==> config.mk <==
export PLATFORM = sky130hd
export DESIGN_NAME = ex_top
export DESIGN_NICKNAME = d
export VERILOG_FILES = /design/src/rv_pkg.sv /design/src/ex_top.sv /design/src/ex_ls_reg.sv /design/src/ex_stage.sv /design/src/bcu.sv /design/src/alu.sv /design/src/muldiv.sv
export SDC_FILE = /design/constraint.sdc
export NUM_CORES = 2
export LEC_CHECK = 0
export CORE_MARGIN = 3
export CORE_UTILIZATION = 70
export DETAILED_ROUTE_END_ITERATION = 7
export DONT_BUFFER_PORTS = 1
export GPL_TIMING_DRIVEN = 0
export PLACE_DENSITY = 0.91
export SYNTH_ARGS = -nofsm -noshare
export SYNTH_HDL_FRONTEND = slang
export SYNTH_SLANG_ARGS = --single-unit
==> constraint.sdc <==
create_clock -name clk_i -period 9.2 [get_ports clk_i]
set_input_delay 0.92 -clock clk_i [delete_from_list [all_inputs] [get_ports clk_i]]
set_output_delay 0.92 -clock clk_i [all_outputs]
set_load 0.01 [all_outputs]
==> src/rv_pkg.sv <==
/*
 * Shared types for the RV32IM execute stage and its testbench.
 * Holds word types, operation encodings and the control and result
 * bundles that travel between the pipeline stages.
 */
package rv_pkg;

    typedef logic [31:0] word_t;
    typedef logic [31:0] instr_t;

    // alu operation codes, decoded upstream
    typedef enum logic [4:0] {
        alu_add    = 5'd0,
        alu_sub    = 5'd1,
        alu_sll    = 5'd2,
        alu_slt    = 5'd3,
        alu_sltu   = 5'd4,
        alu_xor    = 5'd5,
        alu_srl    = 5'd6,
        alu_sra    = 5'd7,
        alu_or     = 5'd8,
        alu_and    = 5'd9,
        // lui result, src2 straight through
        alu_pass_b = 5'd10
    } alu_op_e;

    // same values as the M extension funct3
    typedef enum logic [2:0] {
        md_mul    = 3'd0,
        md_mulh   = 3'd1,
        md_mulhsu = 3'd2,
        md_mulhu  = 3'd3,
        md_div    = 3'd4,
        md_divu   = 3'd5,
        md_rem    = 3'd6,
        md_remu   = 3'd7
    } md_op_e;

    // operand source for rs1 and rs2
    typedef enum logic [1:0] {
        fw_rf = 2'd0,
        fw_ex = 2'd1,
        fw_ls = 2'd2,
        fw_wb = 2'd3
    } fw_sel_e;

    typedef enum logic [1:0] {
        src2_rs2  = 2'd0,
        src2_imm  = 2'd1,
        src2_zero = 2'd2,
        src2_four = 2'd3
    } src2_sel_e;

    // major opcode field, instr[6:2]
    localparam logic [4:0] op_load  = 5'b00000;
    localparam logic [4:0] op_store = 5'b01000;

    typedef struct packed {
        alu_op_e   alu_op;
        logic      src1_pc;
        src2_sel_e src2_sel;
        fw_sel_e   rs1_sel;
        fw_sel_e   rs2_sel;
        logic      is_jal;
        logic      is_jalr;
        logic      is_brc;
        logic      md_en;
        md_op_e    md_op;
    } ex_ctrl_t;

    typedef struct packed {
        word_t  pc;
        instr_t instr;
        word_t  rs1;
        word_t  rs2;
        word_t  imm;
    } ex_in_t;

    // results fed back from later stages
    typedef struct packed {
        word_t ex;
        word_t ls;
        word_t wb;
    } fw_bus_t;

    typedef struct packed {
        word_t alu_res;
        word_t rs2_fwd;
        word_t pc_next;
        logic  is_jump;
        logic  rden;
        logic  wren;
    } ex_res_t;

endpackage
==> src/ex_top.sv <==
/*
 * Top of the execute stage.
 * Ties the combinational execute datapath to the EX/LS register.
 */
`timescale 1ns/10ps

module ex_top
    import rv_pkg::*;
(
    input  logic     clk_i,
    input  logic     arst_n_i,
    input  logic     ex_valid_i,
    input  ex_ctrl_t ex_ctrl_i,
    input  ex_in_t   ex_in_i,
    input  fw_bus_t  fw_i,
    input  logic     ls_addr_ok_i,
    output logic     ex_stall_o,
    output logic     ls_valid_o,
    output ex_res_t  ls_res_o
);

    ex_res_t ex_res;
    logic    ex_stall;

    ex_stage u_ex_stage (
        .clk_i        (clk_i),
        .arst_n_i     (arst_n_i),
        .valid_i      (ex_valid_i),
        .ctrl_i       (ex_ctrl_i),
        .in_i         (ex_in_i),
        .fw_i         (fw_i),
        .ls_addr_ok_i (ls_addr_ok_i),
        .res_o        (ex_res),
        .stall_o      (ex_stall)
    );

    // valid goes straight to the boundary register
    ex_ls_reg u_ex_ls_reg (
        .clk_i    (clk_i),
        .arst_n_i (arst_n_i),
        .valid_i  (ex_valid_i),
        .stall_i  (ex_stall),
        .res_i    (ex_res),
        .valid_o  (ls_valid_o),
        .res_o    (ls_res_o)
    );

    assign ex_stall_o = ex_stall;

endmodule

==> src/ex_ls_reg.sv <==
/*
 * Pipeline register between execute and load/store.
 * Captures the execute result and valid level; holds both on stall.
 */
`timescale 1ns/10ps

module ex_ls_reg
    import rv_pkg::*;
(
    input  logic    clk_i,
    input  logic    arst_n_i,
    input  logic    valid_i,
    input  logic    stall_i,
    input  ex_res_t res_i,
    output logic    valid_o,
    output ex_res_t res_o
);

    always_ff @(posedge clk_i or negedge arst_n_i) begin
        if (!arst_n_i) begin
            valid_o <= 1'b0;
            res_o   <= '0;
        end else if (!stall_i) begin
            // advance only when the stage is free
            valid_o <= valid_i;
            res_o   <= res_i;
        end
    end

endmodule

==> src/ex_stage.sv <==
/*
 * Execute stage datapath.
 * Resolves operand forwarding, selects ALU sources, runs ALU and
 * branch unit, flags loads/stores and raises the stage stall.
 */
`timescale 1ns/10ps

module ex_stage
    import rv_pkg::*;
(
    input  logic     clk_i,
    input  logic     arst_n_i,
    input  logic     valid_i,
    input  ex_ctrl_t ctrl_i,
    input  ex_in_t   in_i,
    input  fw_bus_t  fw_i,
    input  logic     ls_addr_ok_i,
    output ex_res_t  res_o,
    output logic     stall_o
);

    word_t rs1;
    word_t rs2;
    word_t src1;
    word_t src2;
    logic  md_busy;
    logic  div_start;

    // forwarding for rs1
    always_comb begin
        case (ctrl_i.rs1_sel)
            fw_ex:   rs1 = fw_i.ex;
            fw_ls:   rs1 = fw_i.ls;
            fw_wb:   rs1 = fw_i.wb;
            default: rs1 = in_i.rs1;
        endcase
    end

    // forwarding for rs2, also the store data
    always_comb begin
        case (ctrl_i.rs2_sel)
            fw_ex:   rs2 = fw_i.ex;
            fw_ls:   rs2 = fw_i.ls;
            fw_wb:   rs2 = fw_i.wb;
            default: rs2 = in_i.rs2;
        endcase
    end

    assign src1 = ctrl_i.src1_pc ? in_i.pc : rs1;

    always_comb begin
        case (ctrl_i.src2_sel)
            src2_imm:  src2 = in_i.imm;
            src2_zero: src2 = '0;
            // link address for jal/jalr
            src2_four: src2 = 32'd4;
            default:   src2 = rs2;
        endcase
    end

    // divide request, only when the stage could otherwise accept
    // muldiv acts on it while idle or done
    assign div_start = valid_i & ctrl_i.md_en & ctrl_i.md_op[2] & ls_addr_ok_i;

    alu u_alu (
        .clk_i     (clk_i),
        .arst_n_i  (arst_n_i),
        .op_i      (ctrl_i.alu_op),
        .md_en_i   (ctrl_i.md_en),
        .md_op_i   (ctrl_i.md_op),
        .start_i   (div_start),
        .src1_i    (src1),
        .src2_i    (src2),
        .res_o     (res_o.alu_res),
        .md_busy_o (md_busy)
    );

    bcu u_bcu (
        .rs1_i     (rs1),
        .rs2_i     (rs2),
        .imm_i     (in_i.imm),
        .pc_i      (in_i.pc),
        .funct3_i  (in_i.instr[14:12]),
        .is_jal_i  (ctrl_i.is_jal),
        .is_jalr_i (ctrl_i.is_jalr),
        .is_brc_i  (ctrl_i.is_brc),
        .pc_next_o (res_o.pc_next),
        .is_jump_o (res_o.is_jump)
    );

    assign res_o.rs2_fwd = rs2;
    assign res_o.wren    = (in_i.instr[6:2] == op_store);
    // loads need the full 32-bit encoding, low bits 11
    assign res_o.rden    = (in_i.instr[6:0] == {op_load, 2'b11});

    assign stall_o = md_busy | ~ls_addr_ok_i;

endmodule

==> src/bcu.sv <==
/*
 * Branch control unit.
 * Evaluates the branch condition from funct3 and computes the next
 * pc for jal, jalr and conditional branches.
 */
`timescale 1ns/10ps

module bcu
    import rv_pkg::*;
(
    input  word_t       rs1_i,
    input  word_t       rs2_i,
    input  word_t       imm_i,
    input  word_t       pc_i,
    input  logic [2:0]  funct3_i,
    input  logic        is_jal_i,
    input  logic        is_jalr_i,
    input  logic        is_brc_i,
    output word_t       pc_next_o,
    output logic        is_jump_o
);

    logic  taken;
    word_t jalr_tgt;

    always_comb begin
        case (funct3_i)
            3'b000:  taken = (rs1_i == rs2_i);
            3'b001:  taken = (rs1_i != rs2_i);
            3'b100:  taken = ($signed(rs1_i) < $signed(rs2_i));
            3'b101:  taken = ($signed(rs1_i) >= $signed(rs2_i));
            3'b110:  taken = (rs1_i < rs2_i);
            3'b111:  taken = (rs1_i >= rs2_i);
            // 010/011 are not branches
            default: taken = 1'b0;
        endcase
    end

    // jalr target drops bit 0
    assign jalr_tgt = (rs1_i + imm_i) & ~word_t'(1);

    always_comb begin
        if (is_jalr_i) begin
            pc_next_o = jalr_tgt;
        end else if (is_jal_i || (is_brc_i && taken)) begin
            pc_next_o = pc_i + imm_i;
        end else begin
            pc_next_o = pc_i + 32'd4;
        end
    end

    assign is_jump_o = is_jal_i || is_jalr_i || (is_brc_i && taken);

endmodule

==> src/alu.sv <==
/*
 * Integer ALU of the execute stage.
 * Computes the RV32I operation on src1/src2 and hands over to the
 * muldiv unit when md_en_i is set.
 */
`timescale 1ns/10ps

module alu
    import rv_pkg::*;
(
    input  logic    clk_i,
    input  logic    arst_n_i,
    input  alu_op_e op_i,
    input  logic    md_en_i,
    input  md_op_e  md_op_i,
    input  logic    start_i,
    input  word_t   src1_i,
    input  word_t   src2_i,
    output word_t   res_o,
    output logic    md_busy_o
);

    word_t      int_res;
    word_t      md_res;
    logic [4:0] shamt;

    // shifts only look at the low 5 bits
    assign shamt = src2_i[4:0];

    always_comb begin
        case (op_i)
            alu_add:    int_res = src1_i + src2_i;
            alu_sub:    int_res = src1_i - src2_i;
            alu_sll:    int_res = src1_i << shamt;
            alu_slt:    int_res = {31'b0, $signed(src1_i) < $signed(src2_i)};
            alu_sltu:   int_res = {31'b0, src1_i < src2_i};
            alu_xor:    int_res = src1_i ^ src2_i;
            alu_srl:    int_res = src1_i >> shamt;
            alu_sra:    int_res = word_t'($signed(src1_i) >>> shamt);
            alu_or:     int_res = src1_i | src2_i;
            alu_and:    int_res = src1_i & src2_i;
            // lui: immediate already shifted by decode
            alu_pass_b: int_res = src2_i;
            default:    int_res = '0;
        endcase
    end

    muldiv u_muldiv (
        .clk_i    (clk_i),
        .arst_n_i (arst_n_i),
        .op_i     (md_op_i),
        .start_i  (start_i),
        .a_i      (src1_i),
        .b_i      (src2_i),
        .res_o    (md_res),
        .busy_o   (md_busy_o)
    );

    // m extension result overrides the integer path
    assign res_o = md_en_i ? md_res : int_res;

endmodule

==> src/muldiv.sv <==
/*
 * Multiply/divide unit for the M extension.
 * Multiply is a single combinational product; divide is a radix-2
 * restoring divider on magnitudes, one quotient bit per cycle.
 */
`timescale 1ns/10ps

module muldiv
    import rv_pkg::*;
(
    input  logic   clk_i,
    input  logic   arst_n_i,
    input  md_op_e op_i,
    input  logic   start_i,
    input  word_t  a_i,
    input  word_t  b_i,
    output word_t  res_o,
    output logic   busy_o
);

    typedef enum logic [1:0] {
        st_idle,
        st_run,
        st_done
    } div_state_e;

    div_state_e  state;
    logic [4:0]  cnt;
    word_t       rem_q;
    word_t       quo_q;
    word_t       dvs_q;
    logic        q_neg;
    logic        r_neg;
    logic        b_zero;

    logic        a_signed;
    logic        b_signed;
    logic        a_neg;
    logic        b_neg;
    word_t       a_mag;
    word_t       b_mag;
    logic [65:0] prod;
    word_t       mul_res;
    word_t       div_res;
    logic [32:0] rem_sh;
    logic        ge;

    // mulh, mulhsu, div, rem treat a as signed
    assign a_signed = (op_i == md_mulh) || (op_i == md_mulhsu) ||
                      (op_i == md_div)  || (op_i == md_rem);
    // b only for mulh, div, rem
    assign b_signed = (op_i == md_mulh) || (op_i == md_div) || (op_i == md_rem);

    assign a_neg = a_signed & a_i[31];
    assign b_neg = b_signed & b_i[31];
    assign a_mag = a_neg ? -a_i : a_i;
    assign b_mag = b_neg ? -b_i : b_i;

    // 33-bit sign/zero extension covers all four multiply flavours
    assign prod    = $signed({a_neg, a_i}) * $signed({b_neg, b_i});
    assign mul_res = (op_i == md_mul) ? prod[31:0] : prod[63:32];

    // one restoring step
    assign rem_sh = {rem_q, quo_q[31]};
    assign ge     = rem_sh >= {1'b0, dvs_q};

    // start cycle counts as busy so the stall rises at once
    assign busy_o = (state == st_run) || (state == st_idle && start_i);

    always_ff @(posedge clk_i or negedge arst_n_i) begin
        if (!arst_n_i) begin
            state <= st_idle;
            cnt   <= '0;
        end else begin
            case (state)
                st_idle: begin
                    if (start_i) begin
                        state <= st_run;
                        cnt   <= '0;
                    end
                end
                st_run: begin
                    cnt <= cnt + 5'd1;
                    if (cnt == 5'd31) begin
                        state <= st_done;
                    end
                end
                st_done: begin
                    // result leaves once the stage accepts it
                    if (start_i) begin
                        state <= st_idle;
                    end
                end
                default: state <= st_idle;
            endcase
        end
    end

    always_ff @(posedge clk_i) begin
        if (state == st_idle && start_i) begin
            rem_q  <= '0;
            quo_q  <= a_mag;
            dvs_q  <= b_mag;
            b_zero <= (b_i == '0);
            q_neg  <= a_neg ^ b_neg;
            r_neg  <= a_neg;
        end else if (state == st_run) begin
            rem_q <= ge ? word_t'(rem_sh - {1'b0, dvs_q}) : rem_sh[31:0];
            quo_q <= {quo_q[30:0], ge};
        end
    end

    // divide by zero: magnitude is already all ones, keep it unsigned
    // overflow falls out of the magnitude path on its own
    always_comb begin
        if (op_i == md_rem || op_i == md_remu) begin
            div_res = r_neg ? -rem_q : rem_q;
        end else begin
            div_res = (q_neg && !b_zero) ? -quo_q : quo_q;
        end
    end

    assign res_o = op_i[2] ? div_res : mul_res;

endmodule

==> results.cfg, run 1 <==
[global_route]
gr-usage-all-layers = 0.8571
grt_max_degree = 108
wire_length_of_the_first_global_routing_pass_um = 611000
vias_in_the_first_global_route = 84860
gr-total-overflow = 1912

[outcome]
result_of_the_run = aborted with a tool error
toolErrorMsg = [ERROR GRT-0116] Global routing finished with congestion. Check the congestion regions in the DRC Viewer.
haltStage = 5_1_grt

[floorplanning]
die_w_um = 311.0
rows = 111
die_y_um = 311.0
initial_core_util = 0.7082
num_io_pins = 380

[synth]
yosysWarningCount = 0
fraction_of_synthesis_flops_using_an_asynchronous_set_or_reset_pin = 0.5194
gate_count_post_synth = 7893
synth_enable_flop_cells = 67
ys_ff_latch = 206
synthesis.nets = 9743
netlist_area_um2 = 65110
ys_seq_area_frac = 0.08186
postSynth.topFlopCell = sky130_fd_sc_hd__dfrtp_1
ys_types = 83
synth_area_per_cell_um2 = 8.250

[cts]
hold_buffers = 0
clockRootBuffer = sky130_fd_sc_hd__clkbuf_16
clock_sinks = 206
cts_htree_levels = 1
clock_buffer_count_from_cts = 25
maximum_clock_insertion_buffer_count = 3

[placement]
gp_routability_congestion = 1.571
place.detailed.hpwl_um = 248300
port-buffer-count = 0
[per-layer routing]
metal,GRT overflow,GRT usage
met1,253,0.8426
met3,244,0.8150
met2,903,0.9452
met4,480,0.8175
met5,32,0.6502
[logic make-up after synthesis]
logic type / synth area share
adders and majority gates: 0.4322
muxes: 0.04518
AOI/OAI and AO/OA: 0.1465
and+or+nand+nor: 0.1526
buffers and inverters: 0.1009
xor gates and xnor gates: 0.04076
DFF: 0.08186
[cell usage after synthesis, types with 47 or more instances]
| library cell | n | area [um2] |
|---|---|---|
| sky130_fd_sc_hd__buf_1 | 108 | 405.4 |
| sky130_fd_sc_hd__ha_1 | 441 | 5518 |
| sky130_fd_sc_hd__dfrtp_1 | 107 | 2678 |
| sky130_fd_sc_hd__xor2_1 | 95 | 832.1 |
| sky130_fd_sc_hd__inv_1 | 1247 | 4681 |
| sky130_fd_sc_hd__o211ai_1 | 50 | 375.4 |
| sky130_fd_sc_hd__clkbuf_1 | 339 | 1272 |
| sky130_fd_sc_hd__edfxtp_1 | 67 | 2012 |
| sky130_fd_sc_hd__nor2_1 | 752 | 2823 |
| sky130_fd_sc_hd__a31oi_1 | 69 | 431.7 |
| sky130_fd_sc_hd__fa_1 | 1130 | 22620 |
| sky130_fd_sc_hd__o22ai_1 | 47 | 294.0 |
| sky130_fd_sc_hd__a21o_1 | 87 | 653.1 |
| sky130_fd_sc_hd__xnor2_1 | 208 | 1822 |
| sky130_fd_sc_hd__a21oi_1 | 392 | 1962 |
| sky130_fd_sc_hd__mux2i_1 | 106 | 1061 |
| sky130_fd_sc_hd__nand2_1 | 1160 | 4354 |
| sky130_fd_sc_hd__a211oi_1 | 87 | 653.1 |
| sky130_fd_sc_hd__o21ai_0 | 374 | 1872 |
| sky130_fd_sc_hd__nand3_1 | 81 | 405.4 |
| sky130_fd_sc_hd__mux4_2 | 63 | 1419 |
| sky130_fd_sc_hd__nor3_1 | 83 | 415.4 |
[what timing repair did]
item / in CTS
pin swaps: 109
buffers inserted: 198
endpoints found under the setup margin: 32
gates resized for setup: 963
cloned: 3
[per-stage QoR]
step                instances  cell area [um2]  setup WS [ns]
floorplan                7893            65630        -0.2650
global placement         9136            67180         -3.738
detailed placement       9139            67230         -3.893
CTS                      9343            72800        -0.1833
==> inputs of run 2 (changes only) <==
--- a/config.mk
+++ b/config.mk
@@ -6,11 +6,11 @@
 export NUM_CORES = 2
 export LEC_CHECK = 0
 export CORE_MARGIN = 3
-export CORE_UTILIZATION = 70
+export CORE_UTILIZATION = 40
 export DETAILED_ROUTE_END_ITERATION = 7
 export DONT_BUFFER_PORTS = 1
 export GPL_TIMING_DRIVEN = 0
-export PLACE_DENSITY = 0.91
+export PLACE_DENSITY_LB_ADDON = 0.15
 export SYNTH_ARGS = -nofsm -noshare
 export SYNTH_HDL_FRONTEND = slang
 export SYNTH_SLANG_ARGS = --single-unit
==> run 2 against run 1 <==
Effect of this change:
- the flow now finishes, with violations (capacitance limit, slew limit, setup timing)
- area after synthesis did not move
- synthesized cell count did not move
==> results.cfg, run 2 <==
[outcome]
failed_checks = capacitance limit, slew limit, setup timing
result_of_the_run = finished, violations left

[flow_run]
timing.max_cap.violations = 3

[finish]
largest_register_ffs = 99
numnets_final = 10110
area_growth_pct = 18.63
drive_gt1_frac = 0.1574
layout.cells.most_common_list = sky130_fd_sc_hd__inv_1, sky130_fd_sc_hd__nand2_1, sky130_fd_sc_hd__fa_1
largest_register_by_flop_count = u_ex_ls_reg.res_o
layout.cells.most_common = sky130_fd_sc_hd__inv_1
finish.instance_area_um2 = 77240

[synth]
yosysWarningCount = 0
netlist_area_um2 = 65110
synth_enable_flop_cells = 67
ys_ff_latch = 206
synth_area_per_cell_um2 = 8.250
postSynth.topFlopCell = sky130_fd_sc_hd__dfrtp_1
synthesis.nets = 9743
post_synth_most_frequent_cells = sky130_fd_sc_hd__inv_1, sky130_fd_sc_hd__nand2_1, sky130_fd_sc_hd__fa_1
synthDominantCellAreaShare = 0.3474
gate_count_post_synth = 7893
fraction_of_synthesis_flops_using_an_asynchronous_set_or_reset_pin = 0.5194
synth_top_area_cell = sky130_fd_sc_hd__fa_1
yosysMostFrequentCell = sky130_fd_sc_hd__inv_1
ys_seq_area_frac = 0.08186
post_synth_main_area_contributors = sky130_fd_sc_hd__fa_1, sky130_fd_sc_hd__ha_1, sky130_fd_sc_hd__inv_1, sky130_fd_sc_hd__nand2_1, sky130_fd_sc_hd__nor2_1
ys_types = 83

[cts]
maximum_clock_insertion_buffer_count = 3
clock_buffer_count_from_cts = 25
worst_setup_hold_path_clk_slew_ns = 0.08
cts_tree = yes
clockRootBuffer = sky130_fd_sc_hd__clkbuf_16
clock_sinks = 206
cts_htree_levels = 1
insertion_delay_ns = 0.64

[global_route]
gr-usage-all-layers = 0.5037
grt_max_degree = 82
gr-total-overflow = 0
wire_length_of_the_first_global_routing_pass_um = 575700
grt_antenna_before_repair = 61
vias_in_the_first_global_route = 66390

[worst_setup_path]
setup.worst_path.start_class = primary input
reg2reg_setup_slack_ns = 4.87
critPathMaxFanout = 6
critical_path.top_delay_family = adder cells
data_required_time_of_the_critical_path_ns = 9.70
cp_data_arrival_time_ns = 10.29
timing.rr.start = u_ex_stage.u_alu.u_muldiv.state[0]$_DFFE_PN0P_
timing.critical_path.from = ex_ctrl_i[8]
timing.critical_path.slowest_cell_delay_ns = 0.60
reg2reg_to = u_ex_ls_reg.res_o[5]$_DFFE_PN0N_
path_buf_inv = 9
worst-r2r-cell-count = 10
cp_slowest_cell = sky130_fd_sc_hd__fa_2
path_common_cell = sky130_fd_sc_hd__fa_1
worst-setup-path-type = in2reg
critPathCaptureType = register

[timing]
fin_skew_ns = 0.04996
post-route-min-period_ns = 9.796
finalHoldViolCount = 0
rsz_0062_raised_after_global_routing = true
maximum_frequency_from_static_timing_analysis_mhz = 102.1
worst_slew_margin_rel = -0.05738
final_min_period_over_clock_period = 1.065
worst_slew_pin_slew_ns = 1.586
final-setup-viol-count = 32
setup_slack_ns = -0.5961
report.final.slew_viol_count = 22

[floorplanning]
initial_core_util = 0.4041
die_y_um = 409.5
die_w_um = 409.5
die_area_um2 = 167700
num_io_pins = 380
core_region_um2 = 161100
rows = 147

[hold_path]
holdCritPathClass = in2async

[routing]
post_drt_wl_per_cell_um = 40.97
drt_iter0_markers = 9879
drt_pre_antenna_iters = 7
vias = 68310
postRouteWirelength_um = 429900
via_per_inst = 6.509
detail_route.drc_violations = 0
route.antenna.remaining_nets = 0

[placement]
place.detailed.hpwl_um = 338700
post_place_setup_slack_ns = -4.748
port-buffer-count = 0
placedInstanceArea_um2 = 68550
gp_routability_congestion = 1.118
[run 2: cell counts after synthesis]
No cell type changed its count.
[run 2: cell families (layout without fill, tap and decap cells)]
kind of cell | Yosys count | in the layout | share of synthesized area
DFF | 206 | 206 | 0.08186
muxes | 210 | 210 | 0.04518
buffers and inverters | 1741 | 2126 | 0.1009
xor gates and xnor gates | 303 | 303 | 0.04076
and+or+nand+nor | 2369 | 2369 | 0.1526
AOI/OAI and AO/OA | 1493 | 1493 | 0.1465
other | 0 | 57 | 0
adders and majority gates | 1571 | 1571 | 0.4322
[run 2: layer usage]
metal	vias to the layer above	share of wire	routed length, um	track usage
li1	26460	-	-	-
met4	16	0.10	44010	0.4033
met3	1487	0.14	59420	0.1895
met1	34900	0.36	155900	0.6232
met5	-	0.00024	102	0
met2	5452	0.40	170600	0.6988
[run 2: metrics by stage]
stage	util	setup TNS, ns	hold slack (ns)	cells
4_1_cts	0.4699	-4.707	0.002963	10360
2_1_floorplan	-	-2.512	0.4436	7893
3_5_place_dp	0.4254	-135.47	0.4996	10060
3_3_place_gp	0.4241	-132.77	0.4657	10050
6_report	0.4794	-11.78	0.01132	10500
5_1_grt	0.4786	-13.45	0.004431	10440
[run 2: repair_timing]
item / CTS / global route
gates resized for setup: 1168 / 239
hold endpoints to repair: 81 / 0
hold buffers: 2 / 0
setup endpoints to repair: 32 / 32
setup buffers: 280 / 86
pin swaps: 185 / 164
cloned: 2 / 2
[run 2: how the worst max path moves through the flow]
stage                                             end  slack (ns)  cells past startpoint
finish              u_ex_ls_reg.res_o[76]$_DFFE_PN0N_       -0.60                     34
global route        u_ex_ls_reg.res_o[97]$_DFFE_PN0N_       -0.63                     35
CTS                 u_ex_ls_reg.res_o[97]$_DFFE_PN0N_       -0.37                     37
detailed placement  u_ex_ls_reg.res_o[76]$_DFFE_PN0N_       -4.75                     37
global placement    u_ex_ls_reg.res_o[76]$_DFFE_PN0N_       -4.60                     37
floorplan           u_ex_ls_reg.res_o[94]$_DFFE_PN0N_       -0.27                     35
[run 2: final cells by class]
type / count / area (um2)
plain buffers: 425 / 3729
well taps: 2160 / 2703
inverters: 1273 / 5091
repair buffers: 382 / 3478
clock inverters: 18 / 235.2
clock buffers: 28 / 646.9
fillers: 16170 / 83880
diodes: 57 / 142.6
flip-flops and latches: 206 / 5330
multi-input cells: 5946 / 55890
Power of run 2 is not shown: default switching activity piles up to over one toggle a cycle in this logic, so the estimate is an artifact.
